**src/dial_defs.svh**
```systemverilog
// ----------------------------------------
// Width macros for the dial chain.
// Sensitivity tables for burst and pacing.
// Joystick button bit positions.
// ----------------------------------------
`ifndef DIAL_DEFS_SVH
`define DIAL_DEFS_SVH

`define DIAL_PHASE_W    2       // One quadrature phase pair.
`define DIAL_POS_W      12      // Signed position counter width.
`define DIAL_BURST_W    5       // Holds the longest burst of 26 steps.
`define DIAL_LINE_W     3       // Eight line slots per pacing group.

// Spinner burst length, indexed by sensitivity.
`define DIAL_BURST_S0   18
`define DIAL_BURST_S1   26
`define DIAL_BURST_S2   2
`define DIAL_BURST_S3   10

// Joystick due slots out of every eight lines.
`define DIAL_DUE_S0     5
`define DIAL_DUE_S1     7
`define DIAL_DUE_S2     1
`define DIAL_DUE_S3     3

`define DIAL_JOY_RIGHT  5       // Active low right button.
`define DIAL_JOY_LEFT   6       // Active low left button.

`endif

```
**src/dial_pkg.sv**
```systemverilog
// ----------------------------------------
// Shared types for the dial chain.
// Phase, position and input word types.
// Pacer state encoding.
// ----------------------------------------
`default_nettype none

`include "dial_defs.svh"

package dial_pkg;

    // Quadrature outputs use a Gray coded pair per axis.
    typedef logic [`DIAL_PHASE_W-1:0]        dial_phase_t;

    // Position wraps like the counter chip it mimics.
    typedef logic signed [`DIAL_POS_W-1:0]   dial_pos_t;

    typedef logic [1:0]                      sensty_t;     // Dial sensitivity select.
    typedef logic [6:0]                      joy_t;        // Buttons, active low.

    // Bit 8 toggles once per spinner event, bit 7 is set for left turns.
    typedef logic [8:0]                      spin_t;

    // ----------------------------------------
    // Line pacer FSM
    // ----------------------------------------
    typedef enum logic [1:0] {
        pacer_idle,         // Waiting for blanking to go low after reset.
        pacer_wait_line,    // Waiting for the start of the first full line.
        pacer_slot          // Counting line slots and issuing strobes.
    } pacer_state_t;

endpackage

`default_nettype wire

```
**src/dial_line_pacer.sv**
```systemverilog
// ----------------------------------------
// Line pacer for the joystick dial rate.
// Detects line starts from LHBL and marks
// the due slots in each group of 8 lines.
// ----------------------------------------
`timescale 1ns/10ps
`default_nettype none

`include "dial_defs.svh"

module dial_line_pacer import dial_pkg::*; (
    input  logic    clk,
    input  logic    reset,
    input  logic    LHBL,
    input  sensty_t sensty,
    output logic    line,
    output logic    joy_due
);

    pacer_state_t              state;          // Start-up sequencing.
    logic                      lhbl_l;         // LHBL one cycle late.
    logic                      rise;           // Blanking has just ended.
    logic [`DIAL_LINE_W-1:0]   slot_idx;       // Position inside the 8 line group.
    logic [`DIAL_LINE_W-1:0]   due_lim;        // Slots below this one are due.

    assign rise = LHBL & ~lhbl_l;              // A new line starts here.

    // ----------------------------------------
    // Due threshold per sensitivity
    // ----------------------------------------
    always_comb begin
        case (sensty)
            2'd0:    due_lim = `DIAL_LINE_W'(`DIAL_DUE_S0);
            2'd1:    due_lim = `DIAL_LINE_W'(`DIAL_DUE_S1);
            2'd2:    due_lim = `DIAL_LINE_W'(`DIAL_DUE_S2);
            default: due_lim = `DIAL_LINE_W'(`DIAL_DUE_S3);
        endcase
    end

    // ----------------------------------------
    // Line detection and slot counting
    // ----------------------------------------
    always_ff @(posedge clk) begin
        if (reset) begin
            state    <= pacer_idle;
            lhbl_l   <= 1'b0;
            slot_idx <= '0;
            line     <= 1'b0;
            joy_due  <= 1'b0;
        end else begin
            lhbl_l  <= LHBL;
            line    <= 1'b0;                   // Both strobes last one cycle.
            joy_due <= 1'b0;
            case (state)
                pacer_idle: begin
                    if (!LHBL) state <= pacer_wait_line;   // Now the next rise is real.
                end
                pacer_wait_line: begin
                    if (rise) state <= pacer_slot;         // The first full line begins.
                end
                pacer_slot: begin
                    if (rise) begin
                        line     <= 1'b1;
                        joy_due  <= slot_idx < due_lim;    // Same cycle as line.
                        slot_idx <= slot_idx + 1'b1;       // Wraps every eight lines.
                    end
                end
                default: state <= pacer_idle;
            endcase
        end
    end

endmodule

`default_nettype wire

```
**src/dial_step_decode.sv**
```systemverilog
// ----------------------------------------
// Decode stage for one player.
// Joystick levels and spinner toggles turn
// into step strobes with a direction.
// ----------------------------------------
`timescale 1ns/10ps
`default_nettype none

`include "dial_defs.svh"

module dial_step_decode import dial_pkg::*; (
    input  logic    clk,
    input  logic    reset,
    input  joy_t    joy,
    input  spin_t   spin,
    input  sensty_t sensty,
    input  logic    joy_due,
    output logic    step,
    output logic    step_dir
);

    logic                      spin_l;         // Spinner event bit one cycle late.
    logic                      toggle;         // A spinner event arrived.
    logic                      press_r;        // Right button held.
    logic                      press_l;        // Left button held.
    logic                      joy_step;       // Joystick step taken this cycle.
    logic                      burst_en;       // Alternates to halve the burst rate.
    logic                      burst_go;       // Burst step taken this cycle.
    logic                      burst_dir;      // Burst direction, set for increment.
    logic [`DIAL_BURST_W-1:0]  burst_cnt;      // Steps left in the burst.
    logic [`DIAL_BURST_W-1:0]  burst_len;      // Reload value for a new burst.

    // ----------------------------------------
    // Input decoding
    // ----------------------------------------
    assign toggle  = spin[8] != spin_l;        // Either edge marks one event.
    assign press_r = ~joy[`DIAL_JOY_RIGHT];    // Buttons are active low.
    assign press_l = ~joy[`DIAL_JOY_LEFT];

    // Both buttons or none cancel each other out.
    assign joy_step = joy_due & (press_r ^ press_l);

    // The joystick wins the cycle. A fresh toggle restarts the burst first.
    assign burst_go = burst_en & (burst_cnt != '0) & ~joy_step & ~toggle;

    always_comb begin
        case (sensty)
            2'd0:    burst_len = `DIAL_BURST_W'(`DIAL_BURST_S0);
            2'd1:    burst_len = `DIAL_BURST_W'(`DIAL_BURST_S1);
            2'd2:    burst_len = `DIAL_BURST_W'(`DIAL_BURST_S2);
            default: burst_len = `DIAL_BURST_W'(`DIAL_BURST_S3);
        endcase
    end

    // ----------------------------------------
    // Burst counter and step arbitration
    // ----------------------------------------
    always_ff @(posedge clk) begin
        spin_l <= spin[8];                     // Tracks the input even in reset.
        if (toggle) begin
            burst_dir <= ~spin[7];             // Bit 7 set means a left turn.
        end
        if (reset) begin
            burst_en  <= 1'b0;
            burst_cnt <= '0;
            step      <= 1'b0;
            step_dir  <= 1'b0;
        end else begin
            burst_en <= ~burst_en;             // Free running half rate enable.
            step     <= joy_step | burst_go;   // One cycle after the decision.
            if (joy_step) begin
                step_dir <= press_r;           // Right turns count up.
            end else if (burst_go) begin
                step_dir <= burst_dir;
            end
            if (toggle) begin
                burst_cnt <= burst_len;        // Any running burst is dropped.
            end else if (burst_go) begin
                burst_cnt <= burst_cnt - 1'b1; // Skipped when the joystick stepped.
            end
        end
    end

endmodule

`default_nettype wire

```
**src/dial_quad_gen.sv**
```systemverilog
// ----------------------------------------
// Execute stage of the dial chain.
// Moves a quadrature pair one quarter per
// step in the requested direction.
// ----------------------------------------
`timescale 1ns/10ps
`default_nettype none

`include "dial_defs.svh"

module dial_quad_gen import dial_pkg::*; (
    input  logic        clk,
    input  logic        reset,
    input  logic        step,
    input  logic        step_dir,
    output dial_phase_t phase
);

    logic [`DIAL_PHASE_W-1:0]  idx;            // Binary position within one cycle.

    // ----------------------------------------
    // Position index
    // ----------------------------------------
    always_ff @(posedge clk) begin
        if (reset) begin
            idx <= '0;                         // Phase starts at 00.
        end else if (step) begin
            if (step_dir) begin
                idx <= idx + 1'b1;             // Forward quarter.
            end else begin
                idx <= idx - 1'b1;             // Backward quarter.
            end
        end
    end

    // ----------------------------------------
    // Gray output
    // ----------------------------------------
    // Index 0 to 3 gives 00, 01, 11, 10, so each
    // move flips exactly one line of the pair.
    assign phase = {idx[1], idx[1] ^ idx[0]};

endmodule

`default_nettype wire

```
**src/dial_quad_counter.sv**
```systemverilog
// ----------------------------------------
// Result stage of the dial chain.
// Decodes quadrature changes into a signed
// position count with a clear input.
// ----------------------------------------
`timescale 1ns/10ps
`default_nettype none

`include "dial_defs.svh"

module dial_quad_counter import dial_pkg::*; (
    input  logic        clk,
    input  logic        reset,
    input  dial_phase_t phase,
    input  logic        clear,
    output dial_pos_t   pos
);

    dial_phase_t               phase_l;        // Phase seen on the previous cycle.
    logic [`DIAL_PHASE_W-1:0]  bin_now;        // Current phase as a binary index.
    logic [`DIAL_PHASE_W-1:0]  bin_old;        // Previous phase as a binary index.
    logic [`DIAL_PHASE_W-1:0]  delta;          // Quarter steps moved, modulo four.
    logic                      fwd;            // One quarter forward.
    logic                      rev;            // One quarter backward.

    // ----------------------------------------
    // Transition classification
    // ----------------------------------------
    // Gray to binary turns 00, 01, 11, 10 into 0 to 3.
    assign bin_now = {phase[1], phase[1] ^ phase[0]};
    assign bin_old = {phase_l[1], phase_l[1] ^ phase_l[0]};
    assign delta   = bin_now - bin_old;

    // A delta of two means both lines flipped, which
    // cannot be told apart, so it counts as nothing.
    assign fwd = delta == `DIAL_PHASE_W'(1);
    assign rev = delta == `DIAL_PHASE_W'(3);

    // ----------------------------------------
    // Position count
    // ----------------------------------------
    always_ff @(posedge clk) begin
        if (reset) begin
            phase_l <= '0;                     // Matches the generator reset phase.
            pos     <= '0;
        end else begin
            phase_l <= phase;
            if (clear) begin
                pos <= '0;                     // Clear beats a transition.
            end else if (fwd) begin
                pos <= pos + dial_pos_t'(1);   // Wraps at the counter width.
            end else if (rev) begin
                pos <= pos - dial_pos_t'(1);
            end
        end
    end

endmodule

`default_nettype wire

```
**src/dial_top.sv**
```systemverilog
// ----------------------------------------
// Top level of the two player dial.
// Player 1 drives the x chain and player 2
// drives the y chain.
// ----------------------------------------
`timescale 1ns/10ps
`default_nettype none

module dial_top import dial_pkg::*; (
    input  logic        clk,
    input  logic        reset,
    input  logic        LHBL,
    input  sensty_t     sensty,
    input  joy_t        joystick1,
    input  joy_t        joystick2,
    input  spin_t       spinner_1,
    input  spin_t       spinner_2,
    input  logic        clear,
    output dial_phase_t dial_x,
    output dial_phase_t dial_y,
    output dial_pos_t   pos_x,
    output dial_pos_t   pos_y
);

    logic   joy_due;                           // Shared joystick pacing strobe.
    logic   step_x;
    logic   step_dir_x;
    logic   step_y;
    logic   step_dir_y;

    // ----------------------------------------
    // Shared pacing
    // ----------------------------------------
    dial_line_pacer u_pacer (
        .clk      (clk),
        .reset    (reset),
        .LHBL     (LHBL),
        .sensty   (sensty),
        .line     (),                          // The decoders only need joy_due.
        .joy_due  (joy_due)
    );

    // ----------------------------------------
    // Player 1, x axis
    // ----------------------------------------
    dial_step_decode u_decode_x (
        .clk      (clk),
        .reset    (reset),
        .joy      (joystick1),
        .spin     (spinner_1),
        .sensty   (sensty),
        .joy_due  (joy_due),
        .step     (step_x),
        .step_dir (step_dir_x)
    );

    dial_quad_gen u_gen_x (
        .clk      (clk),
        .reset    (reset),
        .step     (step_x),
        .step_dir (step_dir_x),
        .phase    (dial_x)
    );

    dial_quad_counter u_count_x (
        .clk      (clk),
        .reset    (reset),
        .phase    (dial_x),
        .clear    (clear),
        .pos      (pos_x)
    );

    // ----------------------------------------
    // Player 2, y axis
    // ----------------------------------------
    dial_step_decode u_decode_y (
        .clk      (clk),
        .reset    (reset),
        .joy      (joystick2),
        .spin     (spinner_2),
        .sensty   (sensty),
        .joy_due  (joy_due),
        .step     (step_y),
        .step_dir (step_dir_y)
    );

    dial_quad_gen u_gen_y (
        .clk      (clk),
        .reset    (reset),
        .step     (step_y),
        .step_dir (step_dir_y),
        .phase    (dial_y)
    );

    dial_quad_counter u_count_y (
        .clk      (clk),
        .reset    (reset),
        .phase    (dial_y),
        .clear    (clear),
        .pos      (pos_y)
    );

endmodule

`default_nettype wire

```
**config.mk**
```make
export PLATFORM = sky130hd
export DESIGN_NAME = dial_top
export DESIGN_NICKNAME = d
export VERILOG_FILES = /design/src/dial_pkg.sv /design/src/dial_line_pacer.sv /design/src/dial_step_decode.sv /design/src/dial_quad_gen.sv /design/src/dial_quad_counter.sv /design/src/dial_top.sv
export VERILOG_INCLUDE_DIRS = /design/src
export SDC_FILE = /design/constraint.sdc
export NUM_CORES = 1
export LEC_CHECK = 0
export BUFFER_PORTS_ARGS = -buffer_cell sky130_fd_sc_hd__buf_2
export CAP_MARGIN = 0
export CORE_MARGIN = 2
export CORE_UTILIZATION = 56
export DETAILED_ROUTE_END_ITERATION = 8
export GPL_TIMING_DRIVEN = 0
export PLACE_DENSITY = 0.8
export SLEW_MARGIN = 20
export SYNTH_ARGS = -nofsm -noshare
export SYNTH_HDL_FRONTEND = slang
export SYNTH_SLANG_ARGS = --single-unit
export TNS_END_PERCENT = 1
```
**constraint.sdc**
```tcl
create_clock -name clk -period 3.6 [get_ports clk]
set_input_delay 0.36 -clock clk [delete_from_list [all_inputs] [get_ports clk]]
set_output_delay 0.36 -clock clk [all_outputs]
set_load 0.1 [all_outputs]
```
Word-level counts from Yosys, hierarchy flattened. Cells that the tools add are included.

Word-level logic and storage cells: 115. Bits in registers: 59. Bits of input ports: 38. Output and inout port bits: 28.

Bitwise logic cells: 34. Add/subtract/negate cells: 13. Multiplexer cells: 19. Reductions and logical operators: 14. Magnitude comparators: 1. Equal/unequal tests: 12.

Operators by type and width (number): 12-bit 2-to-1 mux (4); 12-bit by 2-bit adder with 12-bit output, second input constant (2); 12-bit by 2-bit subtractor with 12-bit output, second input constant (2); 5-bit 2-to-1 mux (4); 1-bit inverter (15); 5-bit case mux with 3 select lines (1); 2-bit nonzero test (6); 5-bit nonzero test (2); 5-bit by 1-bit subtractor with 5-bit output, second input constant (2); 1-bit bitwise AND (9); 3-bit case mux with 3 select lines (1); 2-bit by 1-bit == test with 1-bit output, second input constant (4); 2-bit == test, second input constant (4); 2-bit 2-to-1 mux (4); 1-bit bitwise XOR (8); 2-bit case mux with 3 select lines (1); 2-bit by 1-bit adder with 2-bit output, second input constant (2); 2-bit logical NOT (2); 1-bit 2-to-1 mux (4); 2-bit by 1-bit subtractor with 2-bit output, second input constant (2); 2-bit subtractor (2); 3-bit by 1-bit adder with 3-bit output, second input constant (1); 3-bit < comparator (1); 3-bit AND reduction (1); 7 further kinds (9).

Longest topological paths before layout. Gate-level depths: netlist (run 1).

Depth after elaboration: 8. Depth in mapped cells: 13. Depth with buffers taken out: 13.

By module. A second synthesis (run 1) with hierarchy kept.

Cells, all modules: 388. Area, all modules: 3683.5 um^2.

By module, submodules not included: dial_quad_counter at u_count_y (seq. area each 280.3 um^2, times used 1, cells each 124, area an instance 1098.6 um^2); dial_quad_counter at u_count_x (seq. area each 280.3 um^2, times used 1, cells each 113, area an instance 1048.5 um^2); dial_step_decode (seq. area each 210.2 um^2, times used 2, cells each 48, area an instance 495.5 um^2); dial_line_pacer (seq. area each 160.2 um^2, times used 1, cells each 33, area an instance 342.8 um^2); dial_quad_gen (seq. area each 40.0 um^2, times used 2, cells each 11, area an instance 101.3 um^2).

Least setup slack after synthesis (run 1). Ideal clock, no wire load.

Kind: register -> register. From: reg u_gen_x.idx[0]. To: reg u_count_x.pos[11]. Period minus slack after synthesis: 2857 ps. Slack: 743 ps. Library setup time: 72 ps. Data arrival time: 2784 ps. Cell stages (with the launch flop): 12. Required time: 3528 ps. Path buffers: 0. Path through: dfxtp_1 > inv_1 > ha_1 > xnor2_1 > or2b_2 > ha_1 > a21oi_1 > o21ai_1 > a211o_1 > o32ai_2 > mux2i_1 > mux2i_1.

Cells in the longest elaborated chain, start to end: 5. Elaborated cells between the ends (all ways): 7. Those cells by class: add/sub (1); eq/ne (2); mux (1); bitwise (2); reduce/logical (1).

Ends and longest elaborated chain: start, declared (line dial_quad_gen.sv:19) `` logic [`DIAL_PHASE_W-1:0] idx; ``; start signal, assigned (line dial_quad_gen.sv:29) `idx <= idx + 1'b1;`; start signal, assigned (line dial_quad_gen.sv:31) `idx <= idx - 1'b1;`; 1-bit bitwise XOR (*) (line dial_quad_gen.sv:41) `assign phase = {idx[1], idx[1] ^ idx[0]};`; 1-bit bitwise XOR (*) (line dial_quad_counter.sv:30) `assign bin_now = {phase[1], phase[1] ^ phase[0]};`; 2-bit subtractor (*) (line dial_quad_counter.sv:32) `assign delta = bin_now - bin_old;`; 2-bit by 1-bit == test with 1-bit output or 2-bit == test (tied branches) (line dial_quad_counter.sv:36, dial_quad_counter.sv:37); 12-bit 2-to-1 mux or 2-bit nonzero test (tied branches); end signal, assigned (line dial_quad_counter.sv:51) `pos <= pos + dial_pos_t'(1);`; end signal, assigned (line dial_quad_counter.sv:53) `pos <= pos - dial_pos_t'(1);`; end, declared (line dial_quad_counter.sv:16) `output dial_pos_t pos`.

Every way passes the cells marked *; elsewhere a longest branch is shown, timed or not. A chain may end at the register's enable or synchronous reset.

Worst setup path in the final report (run 1).
From: reg u_gen_y.idx[0]. To: reg u_count_y.pos[10].

Cells in the longest elaborated chain, start to end: 5. Elaborated cells between the ends (all ways): 7. Those cells by class: add/sub (1); eq/ne (2); mux (1); bitwise (2); reduce/logical (1).

Ends and longest elaborated chain (line): start, declared (dial_quad_gen.sv:19); start signal, assigned (dial_quad_gen.sv:29); start signal, assigned (dial_quad_gen.sv:31); 1-bit bitwise XOR (*) (dial_quad_gen.sv:41); 1-bit bitwise XOR (*) (dial_quad_counter.sv:30); 2-bit subtractor (*) (dial_quad_counter.sv:32); 2-bit by 1-bit == test with 1-bit output or 2-bit == test (tied branches) (dial_quad_counter.sv:36, dial_quad_counter.sv:37); 12-bit 2-to-1 mux or 2-bit nonzero test (tied branches); end signal, assigned (dial_quad_counter.sv:51); end signal, assigned (dial_quad_counter.sv:53); end, declared (dial_quad_counter.sv:16).

Marked as above.

==> impl_metrics.py, run 1 <==
metrics = {
    "status": {
        "status": "complete, no violations",
    },
    "setup_path": {
        "r2r_cells": 12,
        "cp.arrival_ns": 3.50,
        "timing.rr.start": "u_gen_y.idx[0]$_SDFFE_PP0P_",
        "max_stage_delay_ns": 0.42,
        "startpoint": "u_gen_y.idx[0]$_SDFFE_PP0P_",
        "crit_family": "compound AO/OA/AOI/OAI gates",
        "cp.depth": 12,
        "criticalPathCategory": "reg2reg",
        "cp_data_required_time_ns": 3.81,
        "path_max_fanout": 10,
        "r2r-end": "u_count_y.pos[10]$_SDFFE_PP0P_",
        "worstPathCellList": "inv_1 -> ha_1 -> clkbuf_1 -> nor2_1 -> inv_1 -> ha_1 -> nor2b_1 -> o21ai_0 -> a21oi_1 -> nor2_1 -> o311ai_0 -> o211ai_1",
        "endpoint": "u_count_y.pos[10]$_SDFFE_PP0P_",
        "cp.buffers_inverters": 3,
        "rrSetupSlack_ns": 0.31,
        "worst_setup_path_end_kind": "flip-flop",
        "cp-start-kind": "flip-flop",
        "cp_slowest_cell": "dfxtp_1",
    },
    "die": {
        "fp-row-count": 28,
        "die_w_um": 83.5,
        "initial_utilization_pct": 58.8,
        "die_area_um2": 6970,
        "io_pins": 66,
        "die_y_um": 83.5,
        "coreArea_um2": 6030,
    },
    "logic_synthesis": {
        "postSynthCellCount": 410,
        "async_reset_ff_share_pct": 0,
        "ys_warn_count": 0,
        "synthesis.area_um2": 3540,
        "synth_common_cells": "dfxtp_1, nor2_1, ha_1",
        "synthFlopType": "dfxtp_1",
        "yosys.cell_count.top_type": "dfxtp_1",
        "synth_cell_type_count": 60,
        "synth_top_area_share_pct": 32.2,
        "ys_top_cells_by_area": "dfxtp_1, ha_1, nor2_1",
        "yosysTopAreaCell": "dfxtp_1",
        "synth_nets": 481,
        "syn_area_per_cell_um2": 8.64,
        "synth-seq-cells": 59,
        "seq_area_frac_synth_pct": 33.9,
        "synth_edf_count": 2,
    },
    "clock_tree": {
        "cts_buffer_depth": 2,
        "htreeDepth": 3,
        "cts.sink_count": 59,
        "cts_tree": "yes",
        "cts_root_buf": "clkbuf_8",
        "cts_resized": 0,
        "postCtsSetupRepairBufs": 0,
        "ctsHoldBuffers": 0,
        "clkSlewWorstSetupHoldPaths_ns": 0.07,
        "insertion_delay_ns": 0.35,
        "cts_buffers": 9,
    },
    "detailed_routing": {
        "avgViaCountPerCell": 5.48,
        "ant_nets": 0,
        "dr.pass1.iters": 4,
        "drc": 0,
        "wl_per_cell_um": 13.5,
        "routed_wl_um": 7280,
        "vias": 2966,
        "dr.first_iter.drc_count": 143,
    },
    "layout": {
        "syn_to_final_growth_pct": 15.0,
        "layout.nets": 532,
        "utilization_pct": 67.6,
        "drive_gt1_share_pct": 16.1,
        "nFillCells": 481,
        "n_antenna_cell": 0,
    },
    "sta": {
        "setup_violations": 0,
        "final.setup.tns_ns": 0,
        "grt_setup_unrepaired": "false",
        "worst_pin_slew_ns": 0.599,
        "report.final.slew_viol_count": 0,
        "fin_crit_ns": 3.29,
        "fmax_mhz": 304,
        "finalHoldViolCount": 0,
        "period_share_pct": 91.3,
        "slew_headroom_pct": 60.1,
        "finClkSkew_ns": 0.00459,
    },
    "place": {
        "dp_hpwl_um": 5220,
        "place_congestion": 0.898,
        "portBuffers": 40,
    },
    "pwr": {
        "power_mw": 2.28,
        "leakage_nw": 1.86,
        "power_density_nw_per_um2": 560,
        "peakVddDrop_v": 0.000306,
    },
    "grt": {
        "grt_pass1_vias": 2843,
        "overflow": 0,
        "grt_max_degree": 14,
        "antenna_found_initial": 0,
        "grt_use_total_pct": 21.7,
        "grt_pass1_wl_um": 12400,
    },
    "run": {
        "cap_violations": 0,
    },
    "worst_hold_path": {
        "hp-class": "in2reg",
    },
}
==> per-layer routing <==
| metal | vias up | GRT usage (%) | wire, um |
|---|---|---|---|
| met3 | 17 | 4.85 | 345 |
| met4 | 0 | 10.9 | 153 |
| met5 | - | 0 | 0 |
| li1 | 1525 | - | - |
| met2 | 73 | 35.8 | 3420 |
| met1 | 1351 | 26.6 | 3370 |
==> logic make-up (layout without fill, tap and decap cells) <==
logic type / count (synthesis) / after routing / synth area share [%]
AND/OR/NAND/NOR: 147 / 147 / 21.1
AO/OA/AOI/OAI: 77 / 77 / 14.6
flip-flops: 59 / 59 / 33.9
buffers and inverters: 45 / 101 / 5.65
XOR/XNOR: 37 / 37 / 9.15
adder cells (fa/ha/maj): 33 / 33 / 12.1
multiplexers: 12 / 12 / 3.50
==> cells in the final DEF, fill, tap and decap left out, drive strengths merged, types with 2 or more instances in the layout <==
cell and n:
mux2i 9, or3 5, nor3b 5, dfxtp 57, xor2 20, a21o 6, nor3 14, or2b 2
ha 31, fa 2, nor2b 7, a211oi 8, nand3 15, mux2 3, a21oi 27, o21ai 9
inv 26, nand2 30, o211ai 3, xnor2 17, nand3b 3, or2 3, o31ai 5, nor2 47
o221ai 2, edfxtp 2, nor4b 3, buf 44, o21bai 2, bufinv 2, a31oi 4, o21a 2
clkbuf 28, and2 5, nand4 2
==> worst register-to-register path: cells and delay by family (launching register included) <==
family,cells,cell delay (ns)
AOI/OAI and AO/OA,4,0.91
adders and majority gates,2,0.70
and+or+nand+nor,3,0.60
buffers and inverters,3,0.52
DFF,1,0.42
==> registers in the layout (all words and copies together) (netlist names), 2 cells and up <==
register              count
u_decode_x.burst_cnt      5
u_decode_y.burst_cnt      5
u_pacer.state             2
u_gen_x.idx               2
u_count_y.phase_l         2
u_pacer.slot_idx          3
u_count_x.phase_l         2
u_gen_y.idx               2
u_count_x.pos            12
u_count_y.pos            12
==> where the power goes <==
part / switching, mW / internal, mW
Combinational: 0.534 / 0.291
Sequential: 0.0352 / 0.702
Clock: 0.270 / 0.448
Total: 0.839 / 1.44
==> cell type report <==
class	instances	area, um^2	share of cell area [%]
inverters	26	97.6	2.40
repair buffers	40	200	4.92
clock buffers	13	169	4.15
well taps	75	93.8	2.30
flip-flops and latches	59	1200	29.5
multi-input cells	306	2140	52.5
clock inverters	3	68.8	1.69
plain buffers	19	103	2.52
==> metrics by stage <==
stage	instances	hold WS [ns]	setup slack, ns	area (um^2)
floorplan	410	0.388	0.743	3540
global placement	525	0.403	0.461	3830
detailed placement	525	0.401	0.420	3830
CTS	541	0.129	0.333	4070
global route	541	0.123	0.0255	4070
finish	541	0.135	0.315	4070
==> worst min-delay path by stage <==
stage,startpoint,endpoint,slack (ns),cells after the start
2_1_floorplan,spinner_1[8],u_decode_x.spin_l$_DFF_P_,0.39,0
3_3_place_gp,u_decode_y.burst_en$_SDFF_PP0_,u_decode_y.burst_en$_SDFF_PP0_,0.40,1
3_5_place_dp,u_decode_y.burst_en$_SDFF_PP0_,u_decode_y.burst_en$_SDFF_PP0_,0.40,1
4_1_cts,spinner_2[8],u_decode_y.spin_l$_DFF_P_,0.13,1
5_1_grt,spinner_2[8],u_decode_y.spin_l$_DFF_P_,0.12,1
6_report,spinner_2[8],u_decode_y.spin_l$_DFF_P_,0.13,1
Power figures use the tool's default switching activity.
==> run 2, diff against run 1 <==
MAX_ROUTING_LAYER = met4   (was not set)
==> run 2 against run 1 <==
Compared with the run above:
- clock power about the same
- sequential power about the same
- clock-buffer cell count unchanged
- cell count unchanged
- largest cell class unchanged
- register-to-register slack better by 0.02 ns
- highest routed layer unchanged
- non-clock buffer count unchanged
- critical path type unchanged
- cell area unchanged
==> impl_metrics.py, run 2 (synthesis gave the netlist of run 1 again) <==
metrics = {
    "setup_path": {
        "worst_setup_path_end_kind": "flip-flop",
        "max_stage_delay_ns": 0.41,
        "cp-start-kind": "flip-flop",
        "crit_family": "compound AO/OA/AOI/OAI gates",
        "cp_data_required_time_ns": 3.81,
        "cp.arrival_ns": 3.47,
        "startpoint": "u_gen_y.idx[0]$_SDFFE_PP0P_",
        "criticalPathCategory": "reg2reg",
        "cp.buffers_inverters": 3,
        "r2r-end": "u_count_y.pos[10]$_SDFFE_PP0P_",
        "timing.rr.start": "u_gen_y.idx[0]$_SDFFE_PP0P_",
        "rrSetupSlack_ns": 0.33,
        "cp_slowest_cell": "dfxtp_1",
        "path_max_fanout": 10,
        "cp.depth": 12,
        "r2r_cells": 12,
        "worstPathCellList": "inv_1 -> ha_1 -> clkbuf_1 -> nor2_1 -> inv_1 -> ha_1 -> nor2b_1 -> o21ai_0 -> a21oi_1 -> nor2_1 -> o311ai_0 -> o211ai_1",
    },
    "layout": {
        "reg_top3": "u_count_x.pos (12), u_count_y.pos (12)",
        "seqCellArea_um2": 1200,
        "final_common_cell": "dfxtp_1",
        "nFillCells": 481,
        "drive_gt1_share_pct": 16.1,
        "final_cell_mix": "dfxtp_1, nor2_1, buf_2",
        "multiInputGateArea_um2": 2140,
        "syn_to_final_growth_pct": 15.0,
        "layout.nets": 532,
        "n_antenna_cell": 0,
    },
    "detailed_routing": {
        "routed_wl_um": 7260,
        "dr.pass1.iters": 4,
        "dr.first_iter.drc_count": 153,
        "avgViaCountPerCell": 5.43,
        "ant_nets": 0,
        "vias": 2938,
        "drc": 0,
        "wl_per_cell_um": 13.4,
    },
    "place": {
        "portBuffers": 40,
        "place_congestion": 0.913,
        "dpl_worst_slack_ns": 0.420,
        "dp_hpwl_um": 5220,
    },
    "pwr": {
        "switchingPower_mw": 0.835,
        "intPower_mw": 1.44,
        "switching_share_pct": 36.7,
        "power_density_nw_per_um2": 559,
        "peakVddDrop_v": 0.000305,
        "seqPwrFrac_pct": 32.4,
        "p_comb_share_pct": 36.2,
        "clkPwrFrac_pct": 31.5,
        "leakage_nw": 1.86,
    },
    "grt": {
        "overflow": 0,
        "grt_pass1_vias": 2848,
        "grt_max_degree": 14,
        "grt_pass1_wl_um": 12400,
        "grt_use_total_pct": 22.2,
        "antenna_found_initial": 0,
    },
    "worst_hold_path": {
        "hp-class": "in2reg",
        "hold_start": "spinner_2[8]",
        "hold_end": "u_decode_y.spin_l$_DFF_P_",
        "min_path_cells": 1,
    },
    "die": {
        "die_y_um": 83.5,
        "io_pins": 66,
        "fp-row-count": 28,
        "die_w_um": 83.5,
        "initial_utilization_pct": 58.8,
        "die_area_um2": 6970,
        "coreArea_um2": 6030,
    },
    "sta": {
        "finClkSkew_ns": 0.00407,
        "fmax_mhz": 306,
        "period_share_pct": 90.8,
        "setup_violations": 0,
        "report.final.slew_viol_count": 0,
        "slew_headroom_pct": 60.7,
        "final.setup.tns_ns": 0,
        "grt_setup_unrepaired": "false",
        "finalHoldViolCount": 0,
        "fin_crit_ns": 3.27,
        "worst_slack_ns": 0.333,
        "worst_pin_slew_ns": 0.590,
        "whs_ns": 0.139,
    },
    "clock_tree": {
        "htreeDepth": 3,
        "cts_buffers": 9,
        "clkSlewWorstSetupHoldPaths_ns": 0.07,
        "cts_resized": 0,
        "cts_buffer_depth": 2,
        "ctsHoldBuffers": 0,
        "insertion_delay_ns": 0.34,
        "cts_root_buf": "clkbuf_8",
        "cts_tree": "yes",
        "postCtsSetupRepairBufs": 0,
        "cts.sink_count": 59,
    },
    "status": {
        "status": "complete, no violations",
    },
    "run": {
        "cap_violations": 0,
    },
}
run 2: how the worst max path moves through the flow:
stage                                     endpoint  slack, ns
floorplan           u_count_x.pos[11]$_SDFFE_PP0P_       0.74
global placement    u_count_y.pos[11]$_SDFFE_PP0P_       0.46
detailed placement  u_count_y.pos[10]$_SDFFE_PP0P_       0.42
CTS                 u_count_y.pos[10]$_SDFFE_PP0P_       0.33
global route        u_count_y.pos[10]$_SDFFE_PP0P_       0.03
finish              u_count_y.pos[10]$_SDFFE_PP0P_       0.33
run 2: worst reg2reg max path, cell delays in order, from the launching register on:
cell	delay [ns]
dfxtp_1	0.41
inv_1	0.07
ha_1	0.29
clkbuf_1	0.19
nor2_1	0.28
inv_1	0.26
ha_1	0.41
nor2b_1	0.19
o21ai_0	0.13
a21oi_1	0.24
nor2_1	0.12
o311ai_0	0.40
o211ai_1	0.14
run 2: per-layer routing:
layer	GRT usage (%)	vias to the layer above	routed length (um)	part of all wire, %
met5	-	-	0	0
met4	10.9	0	103	1.4
met3	4.55	11	316	4.4
met2	35.9	67	3450	48
met1	26.5	1343	3390	47
li1	-	1517	-	-
run 2: per-stage QoR:
stage	power (mW)	utilization, %	instances	area, um^2
finish	2.28	67.6	541	4070
global route	2.39	67.6	541	4070
CTS	2.29	67.6	541	4070
detailed placement	1.56	63.6	525	3830
global placement	1.54	63.6	525	3830
floorplan	1.43	-	410	3540
run 2: power groups by stage:
| stage | sequential [mW] | clock [mW] | combinational [mW] |
|---|---|---|---|
| 2_1_floorplan | 0.883 | 0 | 0.544 |
| 3_3_place_gp | 0.749 | 0 | 0.793 |
| 3_5_place_dp | 0.752 | 0 | 0.812 |
| 4_1_cts | 0.737 | 0.727 | 0.822 |
| 5_1_grt | 0.743 | 0.753 | 0.896 |
| 6_report | 0.737 | 0.716 | 0.823 |
run 2: final cells by class:
type                       instances  share of cell area [%]
sequential                        59                    29.5
timing repair buffer              40                    4.92
clock inverter                     3                    1.69
tap                               75                    2.30
buffer                            19                    2.52
clock buffer                      13                    4.15
multi-input combinational        306                    52.5
inverter                          26                    2.40
==> run 3, diff against run 2 <==
CELL_PAD_IN_SITES_DETAIL_PLACEMENT = 0   (was not set)
CELL_PAD_IN_SITES_GLOBAL_PLACEMENT = 1   (was not set)
CORE_UTILIZATION = 42   (was 56)
PLACE_DENSITY = not set   (was 0.8)
PLACE_DENSITY_LB_ADDON = 0.1   (was not set)
==> run 3 against run 2 <==
Compared with the run above:
- hold slack improved by 0.0086 ns
- clock-buffer cell count is 4 lower
- critical endpoint is now u_count_x.pos[11]$_SDFFE_PP0P_
- fmax rose by 4.1%
- cell area is 0.18% lower
- largest cell class unchanged
==> impl_metrics.py, run 3 (synthesis gave the netlist of run 1 again) <==
metrics = {
    "place": {
        "dp_hpwl_um": 5440,
        "portBuffers": 40,
        "dpl.cell_count": 555,
        "place_congestion": 0.823,
        "dpl_worst_slack_ns": 0.366,
        "place_area_um2": 3870,
    },
    "sta": {
        "fin_crit_ns": 3.14,
        "worst_pin_slew_ns": 0.609,
        "slew_headroom_pct": 59.4,
        "finalHoldViolCount": 0,
        "grt_setup_unrepaired": "false",
        "finClkSkew_ns": 0.00939,
        "fmax_mhz": 319,
        "period_share_pct": 87.2,
        "worst_slack_ns": 0.462,
        "setup_violations": 0,
        "report.final.slew_viol_count": 0,
        "final.setup.tns_ns": 0,
    },
    "detailed_routing": {
        "avgViaCountPerCell": 5.07,
        "routed_wl_um": 7430,
        "dr.first_iter.drc_count": 39,
        "wl_per_cell_um": 13.0,
        "drc": 0,
        "ant_nets": 0,
        "vias": 2894,
        "dr.pass1.iters": 4,
    },
    "setup_path": {
        "worstPathCellList": "inv_1 -> ha_1 -> xnor2_1 -> or2b_2 -> ha_1 -> a21oi_1 -> o21ai_1 -> a211o_1 -> o32ai_2 -> mux2i_1 -> mux2i_1",
        "max_stage_delay_ns": 0.45,
        "crit_family": "compound AO/OA/AOI/OAI gates",
        "cp.arrival_ns": 3.41,
        "cp-start-kind": "flip-flop",
        "path_max_fanout": 13,
        "cp_data_required_time_ns": 3.87,
        "cp_slowest_cell": "or2b_2",
        "worst_setup_path_end_kind": "flip-flop",
        "cp.buffers_inverters": 1,
        "criticalPathCategory": "reg2reg",
    },
    "grt": {
        "antenna_found_initial": 0,
        "grt_pass1_vias": 2705,
        "grt_max_degree": 14,
        "overflow": 0,
        "grt_use_total_pct": 18.1,
        "grt_pass1_wl_um": 12500,
    },
    "layout": {
        "multiInputGateArea_um2": 2140,
        "final_area_um2": 4070,
        "reg_top3": "u_count_x.pos (12), u_count_y.pos (12)",
        "final_common_cell": "dfxtp_1",
        "final_cells": 571,
        "n_antenna_cell": 0,
        "seqCellArea_um2": 1200,
        "syn_to_final_growth_pct": 14.8,
        "layout.nets": 532,
        "utilization_pct": 49.7,
        "final_cell_mix": "dfxtp_1, nor2_1, buf_2",
        "nFillCells": 819,
        "drive_gt1_share_pct": 16.5,
    },
    "clock_tree": {
        "cts_buffers": 9,
        "postCtsSetupRepairBufs": 0,
        "insertion_delay_ns": 0.34,
        "clkSlewWorstSetupHoldPaths_ns": 0.07,
        "htreeDepth": 3,
        "cts_tree": "yes",
        "cts_buffer_depth": 2,
        "cts_root_buf": "clkbuf_8",
        "cts.sink_count": 59,
    },
    "pwr": {
        "peakVddDrop_v": 0.000169,
        "leakage_nw": 1.84,
        "power_density_nw_per_um2": 532,
    },
    "die": {
        "die_w_um": 95.8,
        "fp-row-count": 33,
        "die_area_um2": 9180,
        "initial_utilization_pct": 43.3,
        "io_pins": 66,
        "coreArea_um2": 8180,
        "die_y_um": 95.8,
    },
    "worst_hold_path": {
        "hp-class": "in2reg",
    },
    "run": {
        "cap_violations": 0,
    },
    "status": {
        "status": "complete, no violations",
    },
}
==> run 3: power breakdown <==
group / leakage, nW / switching, mW / internal (mW)
combinational: 1.26 / 0.524 / 0.290
sequential: 0.485 / 0.0344 / 0.701
clock: 0.0950 / 0.294 / 0.317
total: 1.84 / 0.853 / 1.31
==> run 3: worst paths after layout <==
check                                 start                             end  slack (ns)  cells after the start
min                            spinner_1[8]       u_decode_x.spin_l$_DFF_P_        0.15                      1
max             u_gen_x.idx[0]$_SDFFE_PP0P_  u_count_x.pos[11]$_SDFFE_PP0P_        0.46                     11
max reg2reg     u_gen_x.idx[0]$_SDFFE_PP0P_  u_count_x.pos[11]$_SDFFE_PP0P_        0.46                     11
min reg2reg  u_decode_y.burst_en$_SDFF_PP0_  u_decode_y.burst_en$_SDFF_PP0_        0.42                      1
==> run 3: timing repair <==
action,in CTS,in global routing
endpoints found under the setup margin,0,1
hold buffers,0,0
endpoints found under the hold margin,0,0
resized for setup,0,1
==> run 3: layout make-up <==
type,instances,share of cell area (%)
Multi-Input combinational cell,306,52.6
Sequential cell,59,29.5
Timing Repair Buffer,40,4.92
Tap cell,105,3.23
Clock buffer,9,3.05
Buffer,19,2.52
Inverter,26,2.40
Clock inverter,7,1.69
==> run 3: worst register-to-register path: stages (launching register included) <==
cell and delay, ns:
dfxtp_1 0.41, inv_1 0.07, ha_1 0.21, xnor2_1 0.18, or2b_2 0.45, ha_1 0.42
a21oi_1 0.19, o21ai_1 0.08, a211o_1 0.30, o32ai_2 0.28, mux2i_1 0.28, mux2i_1 0.21
==> run 3: stage by stage <==
| stage | hold slack (ns) | total power, mW |
|---|---|---|
| 6_report | 0.147 | 2.16 |
| 2_1_floorplan | 0.388 | 1.43 |
| 3_5_place_dp | 0.405 | 1.57 |
| 5_1_grt | 0.138 | 2.30 |
| 4_1_cts | 0.137 | 2.18 |
| 3_3_place_gp | 0.403 | 1.56 |
==> run 3: metal layers <==
metal,wire length (um),part of all wire [%],GRT usage (%)
met1,3640,49,22.7
met3,179,2.4,3.05
met5,0,0,-
met4,127,1.7,8.10
met2,3480,47,28.5
